File: config.mk
export PLATFORM = sky130hd
export DESIGN_NAME = clk_freq_monitor_top
export DESIGN_NICKNAME = d
export VERILOG_FILES = /design/src/hdl/freq_meas_pkg.sv /design/src/hdl/wb_regs_pkg.sv /design/src/hdl/gate_timer.sv /design/src/hdl/edge_counter.sv /design/src/hdl/wb_reg_bank.sv /design/src/hdl/clk_freq_monitor_top.sv
export SDC_FILE = /design/constraint.sdc
export NUM_CORES = 1
export LEC_CHECK = 0
export ABC_AREA = 0
export BUFFER_PORTS_ARGS = -buffer_cell sky130_fd_sc_hd__buf_2
export CAP_MARGIN = 10
export CORE_AREA = 3 3 201 105
export CTS_BUF_LIST = sky130_fd_sc_hd__clkbuf_4 sky130_fd_sc_hd__clkbuf_8 sky130_fd_sc_hd__clkbuf_16
export DETAILED_ROUTE_END_ITERATION = 8
export DIE_AREA = 0 0 204 108
export GPL_TIMING_DRIVEN = 0
export HOLD_SLACK_MARGIN = 0.12
export SLEW_MARGIN = 10
export SYNTH_ARGS = -nofsm -noshare
export SYNTH_HDL_FRONTEND = slang
export SYNTH_SLANG_ARGS = --single-unit
File: constraint.sdc
create_clock -name ps_clk -period 3 [get_ports ps_clk]
set_input_delay 0.45 -clock ps_clk [delete_from_list [all_inputs] [get_ports ps_clk]]
set_output_delay 0.45 -clock ps_clk [all_outputs]
set_load 0.005 [all_outputs]
File: src/hdl/freq_meas_pkg.sv
package freq_meas_pkg;

    // 32-bit hardware counters
    localparam int COUNT_W = 32;

    // Tick edges per gate, or gates since reset
    typedef logic [COUNT_W-1:0] freq_count_t;

    // Largest count before the counter would wrap
    localparam freq_count_t COUNT_MAX = {COUNT_W{1'b1}};

endpackage

File: src/hdl/wb_regs_pkg.sv
package wb_regs_pkg;

    localparam int WB_ADR_W = 22;
    localparam int WB_DAT_W = 32;

    typedef logic [WB_ADR_W-1:0] wb_adr_t;
    typedef logic [WB_DAT_W-1:0] wb_dat_t;

    // Register map
    typedef enum wb_adr_t {
        ADDR_ADC_FREQ   = 22'h000000,
        ADDR_REF_FREQ   = 22'h000004,
        ADDR_GATE_COUNT = 22'h000008,
        ADDR_SOFT_RESET = 22'h008000   // Write only, bit 0
    } reg_addr_e;

    // Slave handshake states
    typedef enum logic {
        BUS_IDLE = 1'b0,
        BUS_ACK  = 1'b1
    } bus_state_e;

endpackage

File: src/hdl/gate_timer.sv
`timescale 1ns/1ps

module gate_timer #(
    parameter int unsigned GATE_CYCLES = 100_000_000
) (
    input  logic ps_clk,
    input  logic reset_i,
    output logic gate_o
);

    localparam int CNT_W = (GATE_CYCLES > 1) ? $clog2(GATE_CYCLES) : 1;
    localparam logic [CNT_W-1:0] LAST_CNT = CNT_W'(GATE_CYCLES - 1);

    logic [CNT_W-1:0] cnt_q;

    // Free-running interval counter
    always_ff @(posedge ps_clk) begin
        if (reset_i) begin
            cnt_q <= '0;
        end else if (cnt_q == LAST_CNT) begin
            cnt_q <= '0;
        end else begin
            cnt_q <= cnt_q + 1'b1;
        end
    end

    // Pulse follows the zero count by one cycle
    always_ff @(posedge ps_clk) begin
        if (reset_i) begin
            gate_o <= 1'b0;
        end else begin
            gate_o <= (cnt_q == '0);
        end
    end

    // Gate must stay a single-cycle strobe for the counters downstream
    a_gate_single : assert property (
        @(posedge ps_clk) disable iff (reset_i)
        gate_o |=> !gate_o
    );

endmodule

File: src/hdl/edge_counter.sv
`timescale 1ns/1ps

module edge_counter (
    input  logic                      ps_clk,
    input  logic                      reset_i,
    input  logic                      tick_i,
    input  logic                      gate_i,
    output freq_meas_pkg::freq_count_t freq_o
);

    import freq_meas_pkg::*;

    logic [1:0]  sync_q;     // Two-flop synchronizer
    logic        tick_d_q;   // Edge detect history
    logic        rise;
    freq_count_t count_q;

    always_ff @(posedge ps_clk) begin
        if (reset_i) begin
            sync_q   <= 2'b00;
            tick_d_q <= 1'b0;
        end else begin
            sync_q   <= {sync_q[0], tick_i};
            tick_d_q <= sync_q[1];
        end
    end

    assign rise = sync_q[1] & ~tick_d_q;

    // Count edges, restart at each gate
    always_ff @(posedge ps_clk) begin
        if (reset_i) begin
            count_q <= '0;
            freq_o  <= '0;
        end else if (gate_i) begin
            freq_o  <= count_q + freq_count_t'(rise);  // Edge seen in the gate cycle counts too
            count_q <= '0;
        end else begin
            count_q <= count_q + freq_count_t'(rise);
        end
    end

    // Gate interval too long for the counter width
    a_no_overflow : assert property (
        @(posedge ps_clk) disable iff (reset_i)
        (!gate_i && rise) |-> (count_q != COUNT_MAX)
    );

endmodule

File: src/hdl/wb_reg_bank.sv
`timescale 1ns/1ps

module wb_reg_bank (
    input  logic                       ps_clk,
    input  logic                       reset_i,
    input  logic                       gate_i,
    input  freq_meas_pkg::freq_count_t adc_freq_i,
    input  freq_meas_pkg::freq_count_t ref_freq_i,
    input  logic                       wb_cyc_i,
    input  logic                       wb_stb_i,
    input  logic                       wb_we_i,
    input  wb_regs_pkg::wb_adr_t       wb_adr_i,
    input  wb_regs_pkg::wb_dat_t       wb_dat_i,
    output wb_regs_pkg::wb_dat_t       wb_dat_o,
    output logic                       wb_ack_o,
    output logic                       soft_reset_o
);

    import freq_meas_pkg::*;
    import wb_regs_pkg::*;

    bus_state_e  state_q;
    reg_addr_e   addr;
    logic        req;
    logic        reset_hit;
    freq_count_t gate_count_q;

    assign addr = reg_addr_e'(wb_adr_i);
    assign req  = wb_cyc_i & wb_stb_i & (state_q == BUS_IDLE);

    // Soft reset needs bit 0 set on the write
    assign reset_hit = req & wb_we_i & (addr == ADDR_SOFT_RESET) & wb_dat_i[0];

    // One ack cycle per request
    always_ff @(posedge ps_clk) begin
        if (reset_i) begin
            state_q <= BUS_IDLE;
        end else begin
            case (state_q)
                BUS_IDLE: if (req) state_q <= BUS_ACK;
                BUS_ACK:  state_q <= BUS_IDLE;
                default:  state_q <= BUS_IDLE;
            endcase
        end
    end

    assign wb_ack_o = (state_q == BUS_ACK);

    // Lines up with the ack of the write
    always_ff @(posedge ps_clk) begin
        if (reset_i) begin
            soft_reset_o <= 1'b0;
        end else begin
            soft_reset_o <= reset_hit;
        end
    end

    // Completed measurement intervals
    always_ff @(posedge ps_clk) begin
        if (reset_i || soft_reset_o) begin
            gate_count_q <= '0;
        end else if (gate_i) begin
            gate_count_q <= gate_count_q + 1'b1;
        end
    end

    // Address held stable by the master until ack
    always_comb begin
        case (addr)
            ADDR_ADC_FREQ:   wb_dat_o = adc_freq_i;
            ADDR_REF_FREQ:   wb_dat_o = ref_freq_i;
            ADDR_GATE_COUNT: wb_dat_o = gate_count_q;
            default:         wb_dat_o = '0;   // Soft reset and unmapped
        endcase
    end

    a_ack_single : assert property (
        @(posedge ps_clk) disable iff (reset_i)
        wb_ack_o |=> !wb_ack_o
    );

endmodule

File: src/hdl/clk_freq_monitor_top.sv
`timescale 1ns/1ps

module clk_freq_monitor_top #(
    parameter int unsigned GATE_CYCLES = 100_000_000
) (
    input  logic                 ps_clk,
    input  logic                 reset_i,
    input  logic                 adc_tick_i,
    input  logic                 ref_tick_i,
    input  logic                 wb_cyc_i,
    input  logic                 wb_stb_i,
    input  logic                 wb_we_i,
    input  wb_regs_pkg::wb_adr_t wb_adr_i,
    input  wb_regs_pkg::wb_dat_t wb_dat_i,
    output wb_regs_pkg::wb_dat_t wb_dat_o,
    output logic                 wb_ack_o
);

    import freq_meas_pkg::*;

    logic        gate_pulse;
    logic        soft_reset;
    logic        meas_reset;
    freq_count_t adc_freq;
    freq_count_t ref_freq;

    // Bank stays on the board reset so it can finish the ack
    assign meas_reset = reset_i | soft_reset;

    gate_timer #(
        .GATE_CYCLES(GATE_CYCLES)
    ) u_gate (
        .ps_clk (ps_clk),
        .reset_i(meas_reset),
        .gate_o (gate_pulse)
    );

    edge_counter u_adc_count (
        .ps_clk (ps_clk),
        .reset_i(meas_reset),
        .tick_i (adc_tick_i),
        .gate_i (gate_pulse),
        .freq_o (adc_freq)
    );

    edge_counter u_ref_count (
        .ps_clk (ps_clk),
        .reset_i(meas_reset),
        .tick_i (ref_tick_i),
        .gate_i (gate_pulse),
        .freq_o (ref_freq)
    );

    wb_reg_bank u_regs (
        .ps_clk      (ps_clk),
        .reset_i     (reset_i),
        .gate_i      (gate_pulse),
        .adc_freq_i  (adc_freq),
        .ref_freq_i  (ref_freq),
        .wb_cyc_i    (wb_cyc_i),
        .wb_stb_i    (wb_stb_i),
        .wb_we_i     (wb_we_i),
        .wb_adr_i    (wb_adr_i),
        .wb_dat_i    (wb_dat_i),
        .wb_dat_o    (wb_dat_o),
        .wb_ack_o    (wb_ack_o),
        .soft_reset_o(soft_reset)
    );

endmodule

==> flow_summary.json <==
{
  "core_region_area_mm2": 0.0193,
  "yosysWarnings": 0,
  "grt_overflow_total": 0,
  "p_per_area_mw_per_mm2": 541,
  "htreeDepth": 4,
  "cts_buffer_depth": 2,
  "slowest_delay_ps": 430,
  "drtIter0Drc": 492,
  "ys_ff_latch": 196,
  "synth.area.top_cells": "dfxtp_1, nor2_1, xor2_1",
  "place_congestion": 0.861,
  "syn-instance-count": 1023,
  "fin_crit_sh_pct": 86.4,
  "post_cts_buffers": 0,
  "synth_top_area_cell": "dfxtp_1",
  "port-buffer-count": 60,
  "rsz0062_at_grt": "false",
  "grt_max_degree": 19,
  "use_met3_pct": 3.85,
  "timing.hold.ws_ps": 203,
  "cts_sinks": 196,
  "critical_path_arrival_ps": 2140,
  "yosysMostFrequentCell": "nor2_1",
  "syn_area_per_cell_um2": 8.51,
  "die_w_um": 204,
  "async_flop_share_pct": 0,
  "place_hpwl_um": 17700,
  "synth_cell_types": 41,
  "crit_type": "in -> out",
  "cts_resized": 0,
  "synthTopCellsByCount": "nor2_1, dfxtp_1, a21oi_1",
  "die_area_mm2": 0.0220,
  "vdd_drop_max_v": 0.000369,
  "wirelength_um": 23300,
  "hold_viol_final": 0,
  "synth.yosys.seq_area_share_pct": 45.1,
  "synth_area_mm2": 0.00870,
  "synth_nets": 1091,
  "antenna_cells": 0,
  "cp-startpoint": "wb_adr_i[2]",
  "synthFlopType": "dfxtp_1",
  "status": "completed",
  "crit_buf_inv": 3,
  "critPathMaxFanout": 10,
  "path_clk_slew_ps": 70,
  "maxSlewViolCount": 0,
  "nNetsFinal": 1170,
  "min-delay-start": "ref_tick_i",
  "grt_busiest_layer": "met2",
  "drv_cap": 0,
  "initial_core_util_pct": 45.0,
  "setup_viol": 0,
  "required_ps": 2550,
  "vias": 7343,
  "grtUsageTotal_pct": 21.8,
  "postRouteAntennaNets": 0,
  "io_pins": 94,
  "numCtsBuffers": 17,
  "grt_util_met1_pct": 31.7,
  "grt_pass1_wl_um": 37000,
  "fp-row-count": 36,
  "clockRootBuffer": "clkbuf_16",
  "crit_chain": "clkbuf_1 -> buf_2 -> mux2i_1 -> nor2_1 -> a21oi_1 -> nor2_1 -> buf_2",
  "critPathTopFamily": "buffers and inverters",
  "vias_per_cell": 5.32,
  "tritoncts": "yes",
  "endpoint_kind": "output port",
  "gr-usage-met2_pct": 32.7,
  "cts_hold_buf": 0,
  "hold_path.class": "in -> reg",
  "clock.fmax_mhz": 386,
  "finalPower_mw": 5.35,
  "clk_latency_ps": 450,
  "slowest_stage": "mux2i_1",
  "grt_pass1_vias": 6885,
  "synth-edff-count": 0,
  "fp.dieH_um": 108,
  "antenna_found_initial": 0,
  "drive_gt1_share_pct": 11.3,
  "period_needed_ps": 2590,
  "finClkSkew_ps": 10.7,
  "leakagePower_nw": 3.65,
  "drc": 0,
  "cp-start-kind": "primary input",
  "worst_pin_slew_ps": 753,
  "syn2layout_area_growth_pct": 13.7,
  "relSlewSlack_pct": 49.4,
  "netlist.area_leader.share_pct": 45.1,
  "dr.pass1.iters": 5,
  "reg2reg_from": "u_ref_count.sync_q[1]$_SDFF_PP0_",
  "setup_tns_ps": 0,
  "wl_per_cell_um": 16.9
}
-- registers in the layout (all words and copies together), names as in the netlist, 2 cells and up --
name and cells:
u_adc_count.count_q 32, u_adc_count.sync_q 2, u_ref_count.freq_o 32, u_ref_count.sync_q 2, u_gate.cnt_q 27, u_ref_count.count_q 32, u_adc_count.freq_o 32, u_regs.gate_count_q 32
-- cells in the final DEF (no fill, tap or decap), drive strengths merged, types with 42 or more instances in the layout --
master and count:
clkbuf 57, nand2 54, nand3 42, xor2 73
nor2 226, dfxtp 196, buf 76, o21ai 47
a21oi 80
-- metal layers --
| metal | up-vias | routed length (um) |
|---|---|---|
| met5 | - | 0 |
| met4 | 0 | 352 |
| met3 | 27 | 1210 |
| met2 | 163 | 9820 |
| met1 | 3491 | 11900 |
| li1 | 3662 | - |
-- power breakdown --
group          internal, mW  switching (mW)  total (mW)
clock                  1.11            1.08        2.18
sequential             2.69          0.0823        2.78
combinational         0.131           0.260       0.390
total                  3.93            1.42        5.35
-- path summary, 6_finish.rpt --
path / endpoint / slack, ps / depth (start not counted)
setup / recovery: wb_dat_o[30] / 410 / 7
hold / removal: u_ref_count.sync_q[0]$_SDFF_PP0_ / 200 / 2
setup reg to reg: u_ref_count.freq_o[27]$_SDFFE_PP0P_ / 660 / 7
hold reg to reg: u_ref_count.sync_q[1]$_SDFF_PP0_ / 430 / 1
-- worst register-to-register path, cell delays in order (launching register included) --
cell and delay, ps:
dfxtp_1 320, nor2b_1 150, ha_1 220, nand3_1 280
nor4_1 640, nand4_1 190, xor2_1 290, a21oi_1 110
-- logic make-up after synthesis --
kind of cell | after synthesis | synth area share (%)
simple gates | 461 | 26.4
flops | 196 | 45.1
compound gates | 143 | 8.70
xor+xnor | 113 | 11.4
buf+inv | 66 | 3.15
mux | 37 | 4.25
fa+ha+maj | 7 | 1.01
-- stage by stage --
step,instance area [um2],util (%),setup WS [ps],cells
after floorplan,8700,-,814,1023
after global placement,9340,48.3,445,1349
after detailed placement,9340,48.3,441,1349
after CTS,9890,51.2,437,1381
after global routing,9890,51.2,313,1381
final,9890,51.2,407,1381
-- layout make-up --
class | count | area, um2
fill | 1845 | 9430
multi-input combinational | 761 | 4510
sequential | 196 | 3920
clock buffer | 18 | 439
tap | 266 | 333
timing repair buffer | 60 | 300
buffer | 55 | 233
clock inverter | 14 | 118
inverter | 11 | 41.3
Power figures use the tool's default switching activity.
